[src/rtl/datamem_pkg.sv]
// Data memory word, address and line types, line geometry, arbiter grant encoding
package datamem_pkg;

    ////////////////////////////////////////////////////////////////////////////
    // Line geometry
    ////////////////////////////////////////////////////////////////////////////

    localparam int WORD_BITS      = 32;
    localparam int WORDS_PER_LINE = 16;

    // Low address bits that pick a word inside a line
    localparam int WORD_SEL_BITS  = 4;

    ////////////////////////////////////////////////////////////////////////////
    // Widths with a meaning
    ////////////////////////////////////////////////////////////////////////////

    // Word address, one location per 32-bit word
    typedef logic [15:0] addr_t;

    typedef logic [WORD_BITS-1:0] word_t;

    // Sixteen words, word 0 in the low bits
    typedef logic [WORDS_PER_LINE*WORD_BITS-1:0] line_t;

    // Address bits above the word select, 12 bits
    typedef logic [$bits(addr_t)-WORD_SEL_BITS-1:0] line_index_t;

    // Which requester the memory served in a cycle
    typedef enum logic [1:0] {
        SERVED_NONE,
        SERVED_HOST,
        SERVED_CPU,
        SERVED_ACCEL
    } served_port_t;

endpackage

[src/rtl/datamem_result.sv]
// Read word selection, accelerator line delivery, completion and credit pulses
`timescale 1ns/1ns

module datamem_result (
    input  logic                      clk,
    input  logic                      rst_n,
    input  datamem_pkg::served_port_t served_port,
    input  logic                      served_wrt,
    input  logic [datamem_pkg::WORD_SEL_BITS-1:0] served_offset,
    input  datamem_pkg::line_t        rd_line,
    output datamem_pkg::word_t        cpu_rd_data,
    output datamem_pkg::word_t        ex_rd_data,
    output datamem_pkg::line_t        accel_rd_data,
    output logic                      accel_rd_valid,
    output logic                      accel_wrt_done,
    output logic                      accel_credit
);

    import datamem_pkg::*;

    word_t rd_word;
    word_t sel_word;
    logic  word_rd;
    logic  accel_op;

    // Host and CPU reads share one word register
    assign word_rd  = ((served_port == SERVED_HOST) || (served_port == SERVED_CPU)) &&
                      !served_wrt;
    assign accel_op = (served_port == SERVED_ACCEL);
    assign sel_word = rd_line[served_offset*WORD_BITS +: WORD_BITS];

    ////////////////////////////////////////////////////////////////////////////
    // Word hold and accelerator pulses
    ////////////////////////////////////////////////////////////////////////////

    always_ff @(posedge clk or negedge rst_n) begin
        if (!rst_n) begin
            rd_word        <= '0;
            accel_rd_valid <= 1'b0;
            accel_wrt_done <= 1'b0;
            accel_credit   <= 1'b0;
        end else begin
            if (word_rd) begin
                rd_word <= sel_word;
            end
            accel_rd_valid <= accel_op & ~served_wrt;
            accel_wrt_done <= accel_op & served_wrt;
            // Each finished request hands its slot back
            accel_credit   <= accel_op;
        end
    end

    // Line captured so it stays with the valid pulse
    always_ff @(posedge clk) begin
        if (accel_op && !served_wrt) begin
            accel_rd_data <= rd_line;
        end
    end

    assign cpu_rd_data = rd_word;
    assign ex_rd_data  = rd_word;

endmodule

[config.mk]
export PLATFORM = sky130hd
export DESIGN_NAME = datamem_result
export DESIGN_NICKNAME = d
export VERILOG_FILES = /design/src/rtl/datamem_pkg.sv /design/src/rtl/datamem_result.sv
export SDC_FILE = /design/constraint.sdc
export NUM_CORES = 1
export LEC_CHECK = 0
export BUFFER_PORTS_ARGS = -buffer_cell sky130_fd_sc_hd__buf_4
export CAP_MARGIN = 20
export CORE_AREA = 2 2 427 429
export CTS_BUF_LIST = sky130_fd_sc_hd__clkbuf_4 sky130_fd_sc_hd__clkbuf_8 sky130_fd_sc_hd__clkbuf_16
export CTS_CLUSTER_DIAMETER = 150
export CTS_CLUSTER_SIZE = 30
export DETAILED_ROUTE_END_ITERATION = 8
export DIE_AREA = 0 0 429 431
export PLACE_DENSITY = 0.33
export SLEW_MARGIN = 20
export SYNTH_ARGS = -nofsm -noshare
export SYNTH_HDL_FRONTEND = slang
export SYNTH_SLANG_ARGS = --single-unit
export TNS_END_PERCENT = 10
[constraint.sdc]
create_clock -name clk -period 1 [get_ports clk]
set_input_delay 0.2 -clock clk [delete_from_list [all_inputs] [get_ports clk]]
set_output_delay 0.2 -clock clk [all_outputs]
set_load 0.05 [all_outputs]
==> results.sh <==
export IMPL_ioPinCount=1100
export IMPL_cts_num_sinks=547
export IMPL_synth_flop_cell="edfxtp_1"
export IMPL_slowest_stage="dfrtp_2"
export IMPL_netlist_area_leader_share_pct=72.43
export IMPL_dp_hpwl_mm=124.2
export IMPL_dieArea_um2=184900
export IMPL_ys_seq_elements=547
export IMPL_crit_arrival_ps=1530
export IMPL_yosys_top_cells_count="512 x edfxtp_1, 256 x mux2i_1, 96 x a22oi_1"
export IMPL_rsz0062_at_grt="yes"
export IMPL_cts_tree="done"
export IMPL_p_leak_nw=17.81
export IMPL_num_rows=156
export IMPL_grt_pass1_vias=20131
export IMPL_synth_edf_count=512
export IMPL_finClkSkew_ps=0
export IMPL_grt_pass1_wl_mm=192.9
export IMPL_cts_htree_levels=1
export IMPL_p_per_area_nw_per_um2=1424
export IMPL_hold_viol=0
export IMPL_synthCells=1201
export IMPL_dp_cells=4899
export IMPL_drive_above_1_share_pct=49.26
export IMPL_antenna_found_initial=64
export IMPL_drv_slew=0
export IMPL_num_vias=18916
export IMPL_clkTransAtPathRegs_ps=130
export IMPL_syn_area_um2=21230
export IMPL_port_buffers=1099
export IMPL_stdcell_count=5491
export IMPL_outcome="finished with violations"
export IMPL_max_slew_worst_pin_slew_ps=611.3
export IMPL_area_growth_pct=106.5
export IMPL_routed_wl_mm=149.7
export IMPL_required_ps=800
export IMPL_end_kind="output pin"
export IMPL_maxCapViolCount=0
export IMPL_route_detailed_drc=0
export IMPL_grt_usage_pct=15.47
export IMPL_grt_start_max_net_pins=36
export IMPL_max_slew_margin_pct=59.12
export IMPL_start_util_pct=11.78
export IMPL_syn_nets=1723
export IMPL_ctsRootBufferMaster="clkbuf_16"
export IMPL_yosysSeqAreaShare_pct=76.55
export IMPL_cts_buffers=28
export IMPL_gp_congestion=0.8692
export IMPL_vdd_drop_max_uv=1350
export IMPL_hp_class="in2async"
export IMPL_critPathMaxStageDelay_ps=520
export IMPL_synth_area_per_cell_um2=17.68
export IMPL_yosysMostFrequentCell="edfxtp_1"
export IMPL_setup_viol=746
export IMPL_worstSetupStartpointType="flop"
export IMPL_routed_via_density=3.445
export IMPL_synth_cell_type_count=24
export IMPL_drtIter0Drc=1192
export IMPL_async_reset_ff_share_pct=6.399
export IMPL_cp_max_fo=2
export IMPL_final_nets=3600
export IMPL_drt_wirelength_per_cell_um=27.26
export IMPL_yosysWarnings=0
export IMPL_finalWorstSetupSlack_ps=-727.8
export IMPL_yosysTopAreaCell="edfxtp_1"
export IMPL_die_x_um=429
export IMPL_ant_nets=0
export IMPL_finalCriticalPeriod_ps=1728
export IMPL_die_h_um=431
export IMPL_path_class="reg2out"
export IMPL_fin_setup_tns_ps=-289060
export IMPL_cp_cell_sequence="buf_6 -> buf_8"
export IMPL_clock_fmax_mhz=578.8
export IMPL_fin_crit_sh_pct=172.8
export IMPL_violations="setup timing"
export IMPL_overflow=0
export IMPL_synthTopCellsByArea="edfxtp_1 72%, mux2i_1 12%, dfrtp_1 4.1%"
export IMPL_cts_path_max_buffers=3
export IMPL_drtPass1Iterations=5
export IMPL_insertion_delay_ps=700
export IMPL_core_area_um2=180200
export IMPL_final_core_util_pct=24.34
## layer usage
| metal | GRT usage [%] | routed length [µm] | vias to the layer above |
|---|---|---|---|
| met5 | 0 | 237 | - |
| met4 | 3.232 | 3381 | 36 |
| met3 | 3.905 | 9341 | 146 |
| met2 | 27.00 | 74820 | 712 |
| met1 | 19.15 | 61900 | 9574 |
| li1 | - | - | 8448 |
## layout make-up
class | instances | area, µm²
well taps | 2370 | 2965
fillers | 19076 | 136300
flip-flops and latches | 547 | 16280
diodes | 21 | 52.55
clock buffers | 40 | 814.5
repair buffers | 1945 | 19100
multi-input cells | 555 | 4392
inverters | 1 | 3.754
clock inverters | 12 | 229.0
## registers in the layout, indices dropped and copies added, names as in the netlist
name,cells
accel_rd_data,512
accel_rd_valid,1
cpu_rd_data,32
accel_wrt_done,1
accel_credit,1
## cell usage in the layout (no fill, tap or decap), drive strengths merged
master        Yosys  routed
buf              81    1427
dlygate4sd3       0     516
edfxtp          512     512
mux2i           256     256
a22oi            96      96
nand2            84      84
nand3            76      76
clkbuf           17      41
dfrtp            35      35
diode             0      21
nand4            20      20
a21oi            12      12
clkinv            0       6
inv               1       6
nor2b             3       3
nor2              3       3
and2              2       2
nand2b            1       1
nand3b            1       1
ha                1       1
clkinvlp          0       1
dlymetal6s4s      0       1
## logic make-up after synthesis
| family | synth area share (%) |
|---|---|
| multiplexers | 12.07 |
| flip-flops | 76.55 |
| adder cells (fa/ha/maj) | 0.05893 |
| AO/OA/AOI/OAI | 3.678 |
| buffers and inverters | 3.495 |
| AND/OR/NAND/NOR | 4.144 |
## final timing paths
| kind | start | to | slack [ps] | depth (start not counted) |
|---|---|---|---|---|
| setup / recovery | cpu_rd_data[5] | ex_rd_data[5] | -730 | 2 |
| hold / removal | rst_n | cpu_rd_data[23] | 30 | 3 |
| setup reg to reg | cpu_rd_data[5] | cpu_rd_data[5] | 90 | 3 |
| hold reg to reg | cpu_rd_data[9] | cpu_rd_data[9] | 580 | 2 |
| max in group asynchronous | rst_n | cpu_rd_data[1] | -170 | 4 |
| min in group clk | served_offset[3] | cpu_rd_data[5] | 150 | 6 |
## what timing repair did
item                                   CTS  global route
gates resized for setup                587            88
setup endpoints to repair              603          1130
pin swaps                                0             1
hold buffers                           518             0
endpoints found under the hold margin  573             0
setup buffers                            0             1
## worst max-delay path: cells and delay by family, from the launching register on
kind | cells | cell delay [ps]
buffers and inverters | 2 | 300
DFF | 1 | 520
## power by group
group	leakage [nW]	internal [mW]	total, mW	switching [mW]
combinational	12.2	8.02	18.9	10.9
sequential	5.10	26.5	27.8	1.30
clock	0.505	6.20	15.7	9.48
## per-stage QoR
stage	power (mW)	cell area [µm²]	hold slack (ps)	setup slack, ps
final	62.42	43840	29.92	-727.8
after global routing	64.52	43810	23.68	-769.6
after CTS	63.38	43420	-23.03	-803.9
after detailed placement	43.82	35050	249.6	-1284
after global placement	43.89	35050	244.8	-1298
after floorplan	35.67	21250	-95.59	-7566
Power figures use the tool's default switching activity.
