### src/rtl/datamem_pkg.sv
// Data memory word, address and line types, line geometry, arbiter grant encoding
package datamem_pkg;

    ////////////////////////////////////////////////////////////////////////////
    // Line geometry
    ////////////////////////////////////////////////////////////////////////////

    localparam int WORD_BITS      = 32;
    localparam int WORDS_PER_LINE = 16;

    // Low address bits that pick a word inside a line
    localparam int WORD_SEL_BITS  = 4;

    ////////////////////////////////////////////////////////////////////////////
    // Widths with a meaning
    ////////////////////////////////////////////////////////////////////////////

    // Word address, one location per 32-bit word
    typedef logic [15:0] addr_t;

    typedef logic [WORD_BITS-1:0] word_t;

    // Sixteen words, word 0 in the low bits
    typedef logic [WORDS_PER_LINE*WORD_BITS-1:0] line_t;

    // Address bits above the word select, 12 bits
    typedef logic [$bits(addr_t)-WORD_SEL_BITS-1:0] line_index_t;

    // Which requester the memory served in a cycle
    typedef enum logic [1:0] {
        SERVED_NONE,
        SERVED_HOST,
        SERVED_CPU,
        SERVED_ACCEL
    } served_port_t;

endpackage

### src/rtl/datamem_arbiter.sv
// Fixed-priority request selection for host, CPU and accelerator queue head
`timescale 1ns/1ns

module datamem_arbiter (
    input  logic                      clk,
    input  logic                      rst_n,
    input  logic                      ex_rd_en,
    input  logic                      ex_wrt_en,
    input  datamem_pkg::addr_t        ex_addr,
    input  datamem_pkg::word_t        ex_wrt_data,
    input  logic                      cpu_rd_en,
    input  logic                      cpu_wrt_en,
    input  datamem_pkg::addr_t        cpu_addr,
    input  datamem_pkg::word_t        cpu_wrt_data,
    input  logic                      head_valid,
    input  logic                      head_wrt,
    input  datamem_pkg::addr_t        head_addr,
    input  datamem_pkg::word_t        head_wrt_data,
    output logic                      head_pop,
    output datamem_pkg::addr_t        mem_addr,
    output logic                      mem_rd_en,
    output logic                      mem_wrt_en,
    output datamem_pkg::word_t        mem_wrt_data,
    output datamem_pkg::served_port_t served_port,
    output logic                      served_wrt,
    output logic [datamem_pkg::WORD_SEL_BITS-1:0] served_offset
);

    import datamem_pkg::*;

    logic         ex_req;
    logic         cpu_req;
    served_port_t grant;
    logic         grant_wrt;

    assign ex_req  = ex_rd_en | ex_wrt_en;
    assign cpu_req = cpu_rd_en | cpu_wrt_en;

    ////////////////////////////////////////////////////////////////////////////
    // Request decode, host first, then CPU, then queue head
    ////////////////////////////////////////////////////////////////////////////

    always_comb begin
        mem_addr     = head_addr;
        mem_wrt_data = head_wrt_data;
        mem_wrt_en   = 1'b0;
        mem_rd_en    = 1'b0;
        grant        = SERVED_NONE;
        grant_wrt    = 1'b0;
        if (ex_req) begin
            mem_addr     = ex_addr;
            mem_wrt_data = ex_wrt_data;
            mem_wrt_en   = ex_wrt_en;
            mem_rd_en    = ex_rd_en & ~ex_wrt_en;
            grant        = SERVED_HOST;
            grant_wrt    = ex_wrt_en;
        end else if (cpu_req) begin
            mem_addr     = cpu_addr;
            mem_wrt_data = cpu_wrt_data;
            mem_wrt_en   = cpu_wrt_en;
            mem_rd_en    = cpu_rd_en & ~cpu_wrt_en;
            grant        = SERVED_CPU;
            grant_wrt    = cpu_wrt_en;
        end else if (head_valid) begin
            mem_wrt_en   = head_wrt;
            mem_rd_en    = ~head_wrt;
            grant        = SERVED_ACCEL;
            grant_wrt    = head_wrt;
        end
    end

    // Head leaves the queue only on an idle host and CPU cycle
    assign head_pop = head_valid & ~ex_req & ~cpu_req;

    // Grant record for the result stage, one cycle behind the memory access
    always_ff @(posedge clk or negedge rst_n) begin
        if (!rst_n) begin
            served_port   <= SERVED_NONE;
            served_wrt    <= 1'b0;
            served_offset <= '0;
        end else begin
            served_port   <= grant;
            served_wrt    <= grant_wrt;
            served_offset <= mem_addr[WORD_SEL_BITS-1:0];
        end
    end

endmodule

### config.mk
export PLATFORM = sky130hd
export DESIGN_NAME = datamem_arbiter
export DESIGN_NICKNAME = d
export VERILOG_FILES = /design/src/rtl/datamem_pkg.sv /design/src/rtl/datamem_arbiter.sv
export SDC_FILE = /design/constraint.sdc
export NUM_CORES = 1
export LEC_CHECK = 0
export ABC_CLOCK_PERIOD_IN_PS = 1850
export BUFFER_PORTS_ARGS = -buffer_cell sky130_fd_sc_hd__clkbuf_2
export CAP_MARGIN = 20
export CORE_AREA = 2 2 81 83
export DETAILED_ROUTE_END_ITERATION = 10
export DIE_AREA = 0 0 83 85
export HOLD_SLACK_MARGIN = 0.08
export MAX_ROUTING_LAYER = met4
export SYNTH_ARGS = -nofsm -noshare
export SYNTH_HDL_FRONTEND = slang
export SYNTH_SLANG_ARGS = --single-unit
### constraint.sdc
create_clock -name clk -period 1.85 [get_ports clk]
set_clock_uncertainty 0.1 [all_clocks]
set_input_delay 0.37 -clock clk [delete_from_list [all_inputs] [get_ports clk]]
set_output_delay 0.37 -clock clk [all_outputs]
set_load 0.005 [all_outputs]
==> metrics.md <==
| Metric | Value |
|---|---|
| Outcome | complete, no violations |
| Layout net count | 544 |
| YS warnings | 0 |
| Seq/Total Area, Yosys | 0.1400 |
| Global-route usage over all layers | 0.1436 |
| CP Launch Type | input port |
| Max cap viols | 0 |
| Site Rows | 29 |
| Main flop type after synthesis | dfrtp_1 |
| Initial core utilization | 0.2017 |
| Mapped Nets | 332 |
| Worst Hold Path EP | served_port[0] |
| Placed cell areas | 2437 sq um |
| Clk pin slew, worst setup/hold paths | 40 ps |
| Final WL | 5.211 mm |
| Pins Over Slew Limit | 0 |
| Final Cell Area | 2524 sq um |
| 1st-iter DRT viols | 39 |
| Post-synth EDFFs | 0 |
| Vias in the first global route | 1965 |
| Antenna violations before repair | 0 |
| Post-DP HPWL | 4.578 mm |
| Routability cong. | 0.7147 |
| Vias per cell | 4.282 |
| Avg Inst Size Synth | 6.951 sq um |
| Pre-CTS WS | -52.12 ps |
| Final setup viols | 0 |
| Core area | 6205 sq um |
| Min Tclk post-route | 1813 ps |
| Wire length of the first global-routing pass | 8.459 mm |
| Async S/R FF share, synth | 1.000 |
| Longest Clk Path Bufs | 2 |
| Area grow syn2layout | 101.7% |
| Worst EP arrival | 1340 ps |
| Post-DR wirelength/cell | 11.13 microns |
| Crit path required time | 1380 ps |
| 1st-pass router iterations | 4 |
| Number of port buffers | 209 |
| Cts bufs inserted | 3 |
| Clock sinks | 7 |
| WHS Path Cells | 3 |
| Chip Height | 85 microns |
| Hold Crit Start | head_valid |
| Number of H-tree levels | 1 |
| Synth top area share | 0.3840 |
| Worst setup EP type | output pin |
| Cell variety after synth | 19 |
| Yosys top cell by area | mux2i_1 |
| Crit path max fanout | 15 |
| Fillers | 695 |
| Root Driver | clkbuf_8 |
| DRC viols | 0 |
| Pwr per Cell Area | 359.5 nW/um^2 |
| Actual slew at the worst max-slew pin | 220.9 ps |
| Relative slew slack | 0.8524 |
| Synth cell count leaders | nand2_1 (49), mux2i_1 (48), o21ai_0 (36), o21ai_1 (12), clkbuf_1 (8) |
| Share of cells above drive strength 1 | 0.5857 |
| Final hold vios | 0 |
| Mapped Area | 1251 sq um |
| Seq cells post-synth | 7 |
| Buffers inserted by post-CTS timing repair | 0 |
| Peak supply drop | 279.9 uV |
| Hold WC Path Type | input port to flip-flop |
| Die area | 7055 sq um |
| Final period utilization | 0.9800 |
| Ant. Diodes | 0 |
| Most frequent cell after synthesis | nand2_1 |
| Post-synthesis instance total | 180 |
| Largest net degree at the start of global routing | 47 |
| Chip Width | 83 microns |
| Worst hold slack | 349.3 ps |
| Crit Path Class | input port to output pin |
| Vias post-DR | 2004 |
| Total congestion overflow | 0 |
| CTS tree | built |
| Achievable Freq | 0.5516 GHz |
| Top Ports | 210 |
| P_leak | 1.490 nW |
| RSZ-0062 raised after global routing | true |
| Synth top area cells | mux2i_1 (38%), nand2_1 (15%), o21ai_0 (14%) |
| Post-DRT Antenna Nets | 0 |
| Final WS setup | 37.06 ps |
==> kinds of logic after synthesis <==
family / after synthesis / synth area share
simple gates: 56 / 0.1810
mux: 48 / 0.3840
flops: 7 / 0.1400
compound gates: 52 / 0.2150
buf+inv: 17 / 0.08000
==> metal layers <==
layer	part of all wire	global-route usage
met4	0.0036	0.03130
met5	0	-
met1	0.37	0.1577
met2	0.55	0.2823
met3	0.079	0.009728
==> how the worst max path moves through the flow <==
stage               start                to  slack (ps)
5_1_grt        cpu_wrt_en       mem_addr[0]         -50
3_5_place_dp     ex_rd_en   mem_wrt_data[3]         -50
3_3_place_gp     ex_rd_en   mem_wrt_data[3]         -60
2_1_floorplan    ex_rd_en  mem_wrt_data[13]         230
6_report       cpu_wrt_en   mem_wrt_data[2]          40
4_1_cts        cpu_wrt_en   mem_wrt_data[2]         -20
==> state kept, by name, indices dropped and copies added, names as in the netlist <==
register       flops
served_offset      4
served_port        2
served_wrt         1
==> power by group <==
part | switching [mW] | internal (mW)
registers | 0.00341 | 0.165
logic | 0.230 | 0.304
clock network | 0.0560 | 0.148
total | 0.290 | 0.618
==> layout make-up <==
cell class              instances  area [sq um]  area share
clock buffers                   4         45.04     0.01785
inverters                       1         3.754    0.001487
well taps                      77         96.34     0.03818
repair buffers                223          1221      0.4839
flip-flops and latches          7         175.2     0.06941
multi-input cells             156         982.2      0.3892
==> cells in the final DEF (no fill, tap or decap), drive strengths merged <==
| cell | n |
|---|---|
| a31oi | 1 |
| o21ba | 1 |
| or2 | 1 |
| mux2i | 48 |
| inv | 1 |
| o21ai | 48 |
| a21oi | 1 |
| dlygate4sd3 | 1 |
| dfrtp | 7 |
| buf | 12 |
| nand2b | 2 |
| nand2 | 49 |
| o21bai | 1 |
| nor3 | 1 |
| clkbuf | 214 |
| nor2 | 3 |
==> stage by stage <==
stage / util / TNS, ps / power (mW) / std cells
2_1_floorplan: - / 0 / 0.3795 / 180
3_3_place_gp: 0.3928 / -58.25 / 0.6855 / 462
3_5_place_dp: 0.3928 / -163.9 / 0.6925 / 462
4_1_cts: 0.4021 / -16.47 / 0.9080 / 467
5_1_grt: 0.4067 / -360.7 / 0.9899 / 468
6_report: 0.4067 / 0 / 0.9073 / 468
==> what timing repair did <==
action	CTS	global route
resized for setup	4	28
gates cloned	0	1
setup endpoints to repair	6	26
hold endpoints to repair	7	0
hold buffers	1	0
==> critical path: stages <==
cell and delay, ps:
clkbuf_2 110, nor2_4 210, buf_12 200, mux2i_1 240
o21ai_1 80, clkbuf_2 120
No activity file was read; power rests on OpenSTA's default activity.
