$ cat src/rtl/datamem_pkg.sv
// Data memory word, address and line types, line geometry, arbiter grant encoding
package datamem_pkg;

    ////////////////////////////////////////////////////////////////////////////
    // Line geometry
    ////////////////////////////////////////////////////////////////////////////

    localparam int WORD_BITS      = 32;
    localparam int WORDS_PER_LINE = 16;

    // Low address bits that pick a word inside a line
    localparam int WORD_SEL_BITS  = 4;

    ////////////////////////////////////////////////////////////////////////////
    // Widths with a meaning
    ////////////////////////////////////////////////////////////////////////////

    // Word address, one location per 32-bit word
    typedef logic [15:0] addr_t;

    typedef logic [WORD_BITS-1:0] word_t;

    // Sixteen words, word 0 in the low bits
    typedef logic [WORDS_PER_LINE*WORD_BITS-1:0] line_t;

    // Address bits above the word select, 12 bits
    typedef logic [$bits(addr_t)-WORD_SEL_BITS-1:0] line_index_t;

    // Which requester the memory served in a cycle
    typedef enum logic [1:0] {
        SERVED_NONE,
        SERVED_HOST,
        SERVED_CPU,
        SERVED_ACCEL
    } served_port_t;

endpackage

$ cat src/rtl/accel_req_queue.sv
// In-order request queue for the accelerator port, one slot per credit
`timescale 1ns/1ns

module accel_req_queue #(
    parameter int ACCEL_CREDITS = 4
) (
    input  logic               clk,
    input  logic               rst_n,
    input  logic               push,
    input  logic               push_wrt,
    input  datamem_pkg::addr_t push_addr,
    input  datamem_pkg::word_t push_wrt_data,
    input  logic               head_pop,
    output logic               head_valid,
    output logic               head_wrt,
    output datamem_pkg::addr_t head_addr,
    output datamem_pkg::word_t head_wrt_data
);

    import datamem_pkg::*;

    localparam int PTR_BITS = (ACCEL_CREDITS > 1) ? $clog2(ACCEL_CREDITS) : 1;
    localparam int CNT_BITS = $clog2(ACCEL_CREDITS + 1);

    // Request slots
    logic  slot_wrt  [ACCEL_CREDITS];
    addr_t slot_addr [ACCEL_CREDITS];
    word_t slot_data [ACCEL_CREDITS];

    logic [PTR_BITS-1:0] wr_ptr;
    logic [PTR_BITS-1:0] rd_ptr;
    logic [CNT_BITS-1:0] count;

    // Pointer step with wrap for any depth
    function automatic logic [PTR_BITS-1:0] next_ptr(input logic [PTR_BITS-1:0] ptr);
        if (ptr == PTR_BITS'(ACCEL_CREDITS - 1)) begin
            return '0;
        end
        return ptr + 1'b1;
    endfunction

    ////////////////////////////////////////////////////////////////////////////
    // Pointers and occupancy
    ////////////////////////////////////////////////////////////////////////////

    always_ff @(posedge clk or negedge rst_n) begin
        if (!rst_n) begin
            wr_ptr <= '0;
            rd_ptr <= '0;
            count  <= '0;
        end else begin
            if (push) begin
                wr_ptr <= next_ptr(wr_ptr);
            end
            if (head_pop) begin
                rd_ptr <= next_ptr(rd_ptr);
            end
            case ({push, head_pop})
                2'b10:   count <= count + 1'b1;
                2'b01:   count <= count - 1'b1;
                default: count <= count;
            endcase
        end
    end

    // Overflow is ruled out by the credit count
    always_ff @(posedge clk) begin
        if (push) begin
            slot_wrt[wr_ptr]  <= push_wrt;
            slot_addr[wr_ptr] <= push_addr;
            slot_data[wr_ptr] <= push_wrt_data;
        end
    end

    // Head is visible the cycle after the push
    assign head_valid    = (count != '0);
    assign head_wrt      = slot_wrt[rd_ptr];
    assign head_addr     = slot_addr[rd_ptr];
    assign head_wrt_data = slot_data[rd_ptr];

endmodule

$ cat config.mk
export PLATFORM = sky130hd
export DESIGN_NAME = accel_req_queue
export DESIGN_NICKNAME = d
export VERILOG_FILES = /design/src/rtl/datamem_pkg.sv /design/src/rtl/accel_req_queue.sv
export SDC_FILE = /design/constraint.sdc
export NUM_CORES = 1
export LEC_CHECK = 0
export ABC_AREA = 1
export BUFFER_PORTS_ARGS = -buffer_cell sky130_fd_sc_hd__buf_2
export CAP_MARGIN = 20
export CELL_PAD_IN_SITES_DETAIL_PLACEMENT = 1
export CELL_PAD_IN_SITES_GLOBAL_PLACEMENT = 1
export CORE_ASPECT_RATIO = 0.9
export CORE_MARGIN = 4
export CORE_UTILIZATION = 45
export CTS_CLUSTER_DIAMETER = 150
export CTS_CLUSTER_SIZE = 25
export DETAILED_ROUTE_END_ITERATION = 8
export GPL_TIMING_DRIVEN = 0
export PLACE_DENSITY_LB_ADDON = 0.1
export SETUP_SLACK_MARGIN = 0.2
export SLEW_MARGIN = 20
export SYNTH_ARGS = -nofsm -noshare
export SYNTH_HDL_FRONTEND = slang
export SYNTH_SLANG_ARGS = --single-unit
$ cat constraint.sdc
create_clock -name clk -period 2.2 [get_ports clk]
set_input_delay 0 -clock clk [delete_from_list [all_inputs] [get_ports clk]]
set_output_delay 0 -clock clk [all_outputs]
set_load 0.02 [all_outputs]
==> impl_results.md, run 1 <==
* Status: completed
* Die area at 0.0215 mm²
* Detail Route Antenna Nets at 0
* Max VDD drop at 0.644 mV
* Clock latency on the worst-skew pair at 470 ps
* Worst slew pin tran at 400 ps
* Worst path bufs/invs at 3
* Vias in the first global route at 6218
* HP Class: input port to register
* Worst setup margin at 297 ps
* Syn avg cell area at 12.0 µm²
* Initial Util at 46.3%
* WL final at 20400 µm
* Fin nets at 958
* GRT overflow at 0
* Synthesized net count at 781
* Maximum number of pins on one net before global-route repair at 42
* First-pass GRT wire length at 32500 µm
* DR pass1 iterations at 4
* Yosys cell types at 21
* Post-DP HPWL at 13300 µm
* Worst clock skew at 16.7 ps
* DR iter-0 viols at 301
* CP Cell Sequence: inv_1 > ha_1 > nand2_1 > clkinvlp_4 > buf_12
* Post-route cell area at 0.0105 mm²
* Antenna violations before repair at 0
* Critical Path AT at 2110 ps
* Sw frac at 40.4%
* Final core occ at 56.5%
* Leakage power at 4.47 nW
* Combinational Power Share at 44.8%
* Clk buf depth at 3
* Area of the core at 0.0186 mm²
* Via count at 5611
* Seq/Total Area, Yosys at 70.2%
* Final min period at 1900 ps
* P_int at 8.13 mW
* Fmax at 526 MHz
* CP max stage cell: dfrtp_1
* Clock Pin Slew Worst Setup and Hold Paths at 100 ps
* Largest area contributor in the netlist: edfxtp_1
* Layout cells sized above 1 at 23.2%
* Period utilization at 86.5%
* Pwr Density at 1290 mW/mm²
* Synthesized cell area at 0.00863 mm²
* Final Hold Vio Count at 0
* Crit path kind: register to register
* Final cell count without fillers at 1147
* Drt wl/cell at 17.7 µm
* # rows at 47
* Critical Path Source Type: register
* GRT Resource Usage Total at 19.0%
* Max Used Layer: met4
* Req. time, crit path at 2410 ps
* Area share of the largest cell type after synthesis at 68.2%
* DRC violation count after routing at 0
* Vias per inst at 4.89
* CTS tree: built
* # setup viols final at 0
* Pre-CTS setup slack at 132 ps
* Register bit total from synthesis at 203
* Top delay family on crit path: buffers and inverters
* RSZ-0062 raised after global routing: true
* Clock sinks at 203
* CP Max Fanout at 26
* M1 WL at 8650 µm
* Fin. max-slew vios at 0
* # placed instances at 1073
* Cell count after synthesis at 721
* Placed Instance Area at 0.00961 mm²
* DR WL met3 at 593 µm
* Num CTS Buffers at 12
* Die Y at 139 µm
* DIE WIDTH at 154 µm
* Number of I/O pins at 103
* Root buffer cell: clkbuf_16
* Met2 WL post-DR at 10800 µm
* Yosys warns at 0
* Switching power at 5.50 mW
* Slew Limit Headroom at 73.3%
* PnR Total Power at 13.6 mW
* # port buffers at 101
* # diodes at 0
* Largest stage delay on the critical path at 410 ps
* H-tree depth at 1
* Top post-synthesis cells by area: edfxtp_1 (68%), nand2_1 (9.1%), o211ai_2 (7.0%)
* Sum Neg Setup Slack at 0 ps
* Clk pwr share at 16.7%
* Area Growth Syn to Fin at 22.0%
* Hold Worst Slack at 276 ps
* Crit path capture type: register
* Routability congestion estimate at 0.704
* Flop pwr share at 38.5%
* # Max-Cap Violations at 0
## power groups by stage
| stage | combinational (mW) | clock (mW) | sequential (mW) |
|---|---|---|---|
| after floorplan | 3.96 | 0 | 5.30 |
| after global placement | 5.73 | 0 | 5.34 |
| after detailed placement | 6.09 | 0 | 5.34 |
| after CTS | 6.23 | 2.36 | 5.26 |
| after global routing | 6.74 | 2.51 | 5.31 |
| final | 6.10 | 2.28 | 5.25 |
## logic make-up after synthesis
kind of cell	Yosys count	synth area share [%]
AND/OR/NAND/NOR	311	13.6
flip-flops	203	70.2
buffers and inverters	144	7.60
AO/OA/AOI/OAI	55	7.39
adder cells (fa/ha/maj)	7	1.10
XOR/XNOR	1	0.102
## cell type report
cell class                 count  area [µm²]
fill                        1970        8110
sequential                   203        6060
multi-input combinational    374        1910
timing repair buffer         162        1200
inverter                     111         433
clock buffer                  16         315
tap                          245         307
buffer                        33         248
clock inverter                 2        46.3
timing repair inverter         1        7.51
## cell usage after synthesis
cell type  instances
nand2_1          210
edfxtp_1         196
inv_1            110
nor2_1            99
o211ai_2          48
buf_2             11
buf_6             10
buf_4              7
dfrtp_1            7
ha_1               6
a21oi_1            3
clkbuf_1           3
buf_1              2
o21ai_0            2
fa_1               1
inv_2              1
nand3_1            1
nand4_1            1
o211ai_1           1
o21ai_1            1
xnor2_1            1
## cell usage in the layout, fill, tap and decap left out, drive strengths merged, types with 2 or more instances in the layout
cell	netlist	layout
clkbuf	3	19
edfxtp	196	196
o211ai	49	49
inv	111	108
dlygate4sd3	0	53
a21oi	3	3
ha	6	6
dfrtp	7	7
clkinvlp	0	4
o21ai	3	3
clkinv	0	2
nor2	99	99
buf	30	139
nand2	210	210
## worst paths after layout
kind	from	endpoint	slack, ps	cells past startpoint
setup / recovery	wr_ptr[0]	slot_data[2][20]	300	5
hold / removal	push_wrt_data[5]	slot_data[1][5]	280	2
setup reg to reg	wr_ptr[0]	slot_data[2][20]	300	5
hold reg to reg	count[2]	count[2]	490	2
max in group asynchronous	rst_n	rd_ptr[0]	1470	3
min in group asynchronous	rst_n	rd_ptr[1]	470	3
## sequential cells by signal, summed over array words and instances (netlist names)
signal / cells
count: 3
wr_ptr: 2
slot_data: 128
rd_ptr: 2
slot_wrt: 4
slot_addr: 64
## routing by layer
layer / GRT usage, % / vias up
met4: 3.44 / 0
met1: 24.3 / 2795
met5: 0 / -
met2: 35.3 / 89
met3: 2.02 / 24
li1: - / 2703
## repair_timing
item | 4_1_cts | 5_1_grt
gates resized for setup | 4 | 4
setup endpoints to repair | 74 | 23
endpoints found under the hold margin | 209 | 0
gates cloned | 1 | 0
buffers inserted | 2 | 0
hold buffers | 53 | 0
pin swaps | 0 | 0
(Power assumes the default switching activity.)
==> run 2, diff against run 1 <==
--- a/config.mk
+++ b/config.mk
@@ -19,6 +19,7 @@
 export GPL_TIMING_DRIVEN = 0
 export PLACE_DENSITY_LB_ADDON = 0.1
 export SETUP_SLACK_MARGIN = 0.2
+export SKIP_LAST_GASP = 1
 export SLEW_MARGIN = 20
 export SYNTH_ARGS = -nofsm -noshare
 export SYNTH_HDL_FRONTEND = slang
==> constraint.sdc (replaced) <==
create_clock -name clk -period 2.2 [get_ports clk]
set_input_delay 0.44 -clock clk [delete_from_list [all_inputs] [get_ports clk]]
set_output_delay 0.44 -clock clk [all_outputs]
set_load 0.02 [all_outputs]
==> run 2 against run 1 <==
Compared with the run above: the flow now finishes with violations (setup timing); count of clock-buffer cells in the layout rose by 3; routed wire length down 0.13%; die area unchanged; combinational power increased by 5.7%; hold slack worse by 98 ps.
==> impl_results.md, run 2 (synthesized netlist as in run 1, its figures left out) <==
* # placed instances at 1074 (+0.093%)
* H-tree depth at 1 (unchanged)
* Maximum number of pins on one net before global-route repair at 28 (-33%)
* Pwr Density at 1380 mW/mm² (+6.4%)
* Clock sinks at 203 (unchanged)
* Area Growth Syn to Fin at 18.4%
* # setup viols final at 1 (+1)
* Reg2reg setup slack at 450 ps (+150 ps)
* Combinational Power Share at 45.9% (+1.1 points)
* Sw frac at 39.6% (-0.72 points)
* RSZ-0062 raised after global routing: true
* Root buffer cell: clkbuf_16
* DR pass1 iterations at 4 (unchanged)
* Hold path cells at 1 (-1)
* CP Max Fanout at 10 (-62%)
* Clock Pin Slew Worst Setup and Hold Paths at 100 ps (about the same)
* Final cell count without fillers at 1101 (-4.0%)
* Die Y at 139 µm (unchanged)
* Via count at 5416 (-3.5%)
* Critical Path Source Type: register
* Number of I/O pins at 103 (unchanged)
* WL final at 20300 µm (-0.13%)
* PnR Total Power at 14.1 mW (+3.2%)
* Final core occ at 54.8% (-1.7 points)
* Worst clock skew at 21.8 ps (+5.06 ps)
* First-pass GRT wire length at 31800 µm (-2.2%)
* Clk buf depth at 3 (unchanged)
* Layout cells sized above 1 at 25.6% (+2.4 points)
* Final min period at 2220 ps (+314 ps)
* DRC violation count after routing at 0 (unchanged)
* Clk pwr share at 16.7% (about the same)
* Slew Limit Headroom at 64.6% (-8.6 points)
* Flop pwr share at 37.4% (-1.1 points)
* GRT overflow at 0 (unchanged)
* # rows at 47 (unchanged)
* P_int at 8.49 mW (+4.5%)
* Reg-to-Reg Start: wr_ptr[0]
* Status: finished, violations left
* R2r endpoint: slot_data[3][10]
* Leakage power at 4.32 nW (-3.5%)
* Die area at 0.0215 mm² (unchanged)
* Top reg by flops: slot_data
* Worst slew pin tran at 528 ps (+128 ps)
* DR iter-0 viols at 272 (-9.6%)
* Crit path kind: register to output port
* Critical Path AT at 1780 ps (-330 ps)
* HP Class: input port to register
* Fmax at 451 MHz (-14%)
* Post-DP HPWL at 13300 µm (-0.35%)
* Area of the core at 0.0186 mm² (unchanged)
* DIE WIDTH at 154 µm (unchanged)
* Pre-CTS setup slack at 76.2 ps (-55.6 ps)
* Most common cell after layout, fill and taps aside: nand2_1
* Hold Path Origin: push_wrt_data[28]
* Drt wl/cell at 18.5 µm (+4.0%)
* Antenna violations before repair at 0 (unchanged)
* Vias per inst at 4.92 (+0.56%)
* Max VDD drop at 0.742 mV (+15%)
* Switching power at 5.58 mW (+1.4%)
* Req. time, crit path at 1760 ps (-650 ps)
* Num CTS Buffers at 12 (unchanged)
* Final Hold Vio Count at 0 (unchanged)
* Initial Util at 46.3% (unchanged)
* Hold endpoint: slot_data[2][28]
* GRT Resource Usage Total at 18.9% (-0.10 points)
* FF-to-FF path depth at 3 (-2)
* Period utilization at 101% (+14 points)
* Failing checks: setup timing
* Fin nets at 910 (-5.0%)
* Crit path capture type: output port
* # Max-Cap Violations at 0 (unchanged)
* # diodes at 0 (unchanged)
* Vias in the first global route at 5854 (-5.9%)
* Largest regs: slot_data (128), slot_addr (64), slot_wrt (4)
* CTS tree: built
* Max FFs per register at 128 (unchanged)
* Fin. max-slew vios at 0 (unchanged)
* Most frequent cells in the layout: nand2_1 (205), edfxtp_1 (196), inv_1 (106), nor2_1 (99), buf_2 (89)
* Clock latency on the worst-skew pair at 460 ps (about the same)
* Worst setup margin at -16.7 ps (-314 ps)
* Detail Route Antenna Nets at 0 (unchanged)
* Routability congestion estimate at 0.697 (-1.0%)
* # port buffers at 101 (unchanged)
-- run 2: changes by cell type in the layout (fill, tap and decap cells not counted), moves of 5 or more --
| cell | previous run | this run |
|---|---|---|
| buf_12 | 2 | 9 |
| nand2_1 | 210 | 205 |
| nand2_2 | 0 | 5 |
| dlygate4sd3_1 | 53 | 1 |
| buf_8 | 0 | 6 |
| buf_4 | 8 | 25 |
| buf_2 | 114 | 89 |
-- run 2: power groups by stage --
| stage | logic [mW] | registers, mW | clock network [mW] |
|---|---|---|---|
| CTS | 6.42 | 5.27 | 2.42 |
| floorplan | 3.97 | 5.29 | 0 |
| detailed placement | 6.08 | 5.34 | 0 |
| global placement | 5.76 | 5.33 | 0 |
| finish | 6.45 | 5.26 | 2.35 |
| global route | 7.07 | 5.32 | 2.60 |
-- run 2: worst max-delay path: stages, from the launching register on --
cell      delay (ps)
dfrtp_1          400
buf_6            150
buf_12           160
buf_6            140
o211ai_1         180
nand2_1          130
buf_6            150
-- run 2: timing repair --
action,4_1_cts,5_1_grt
gates cloned,3,0
pin swaps,1,7
setup endpoints to repair,91,97
endpoints found under the hold margin,7,0
hold buffers,1,0
setup buffers,1,2
gates resized for setup,37,21
-- run 2: per-stage QoR --
step / instance area [µm²] / setup TNS [ps] / hold slack, ps
6_report: 10200 / -16.7 / 178
3_3_place_gp: 9460 / -65460 / 285
5_1_grt: 10200 / -3040 / 160
4_1_cts: 10100 / -381 / 161
3_5_place_dp: 9610 / 0 / 296
2_1_floorplan: 8640 / 0 / 144
-- run 2: how the worst max path moves through the flow --
stage,start,to,slack [ps],depth (start not counted)
6_report,rd_ptr[0],head_wrt_data[12],-20,6
5_1_grt,rd_ptr[0],head_wrt_data[12],-100,6
4_1_cts,rd_ptr[0],head_wrt_data[19],-40,7
3_5_place_dp,push,slot_addr[3][6],80,5
3_3_place_gp,push,slot_addr[1][6],-360,3
2_1_floorplan,push,slot_addr[3][0],390,3
-- run 2: metal layers --
| metal | part of all wire, % | vias up | wire length [µm] | track usage, % |
|---|---|---|---|---|
| li1 | - | 2602 | - | - |
| met1 | 42 | 2675 | 8590 | 24.3 |
| met2 | 52 | 120 | 10600 | 34.4 |
| met3 | 4.0 | 19 | 811 | 2.61 |
| met4 | 1.4 | 0 | 286 | 3.76 |
| met5 | 0 | - | 0 | 0 |
-- run 2: layout make-up --
class	instances	area, µm²
Fill cell	1949	8420
Tap cell	245	307
Sequential cell	203	6060
Buffer	33	344
Inverter	111	434
Timing Repair inverter	3	20.0
Clock inverter	1	30.0
Timing Repair Buffer	112	749
Clock buffer	19	348
Multi-Input combinational cell	374	1930
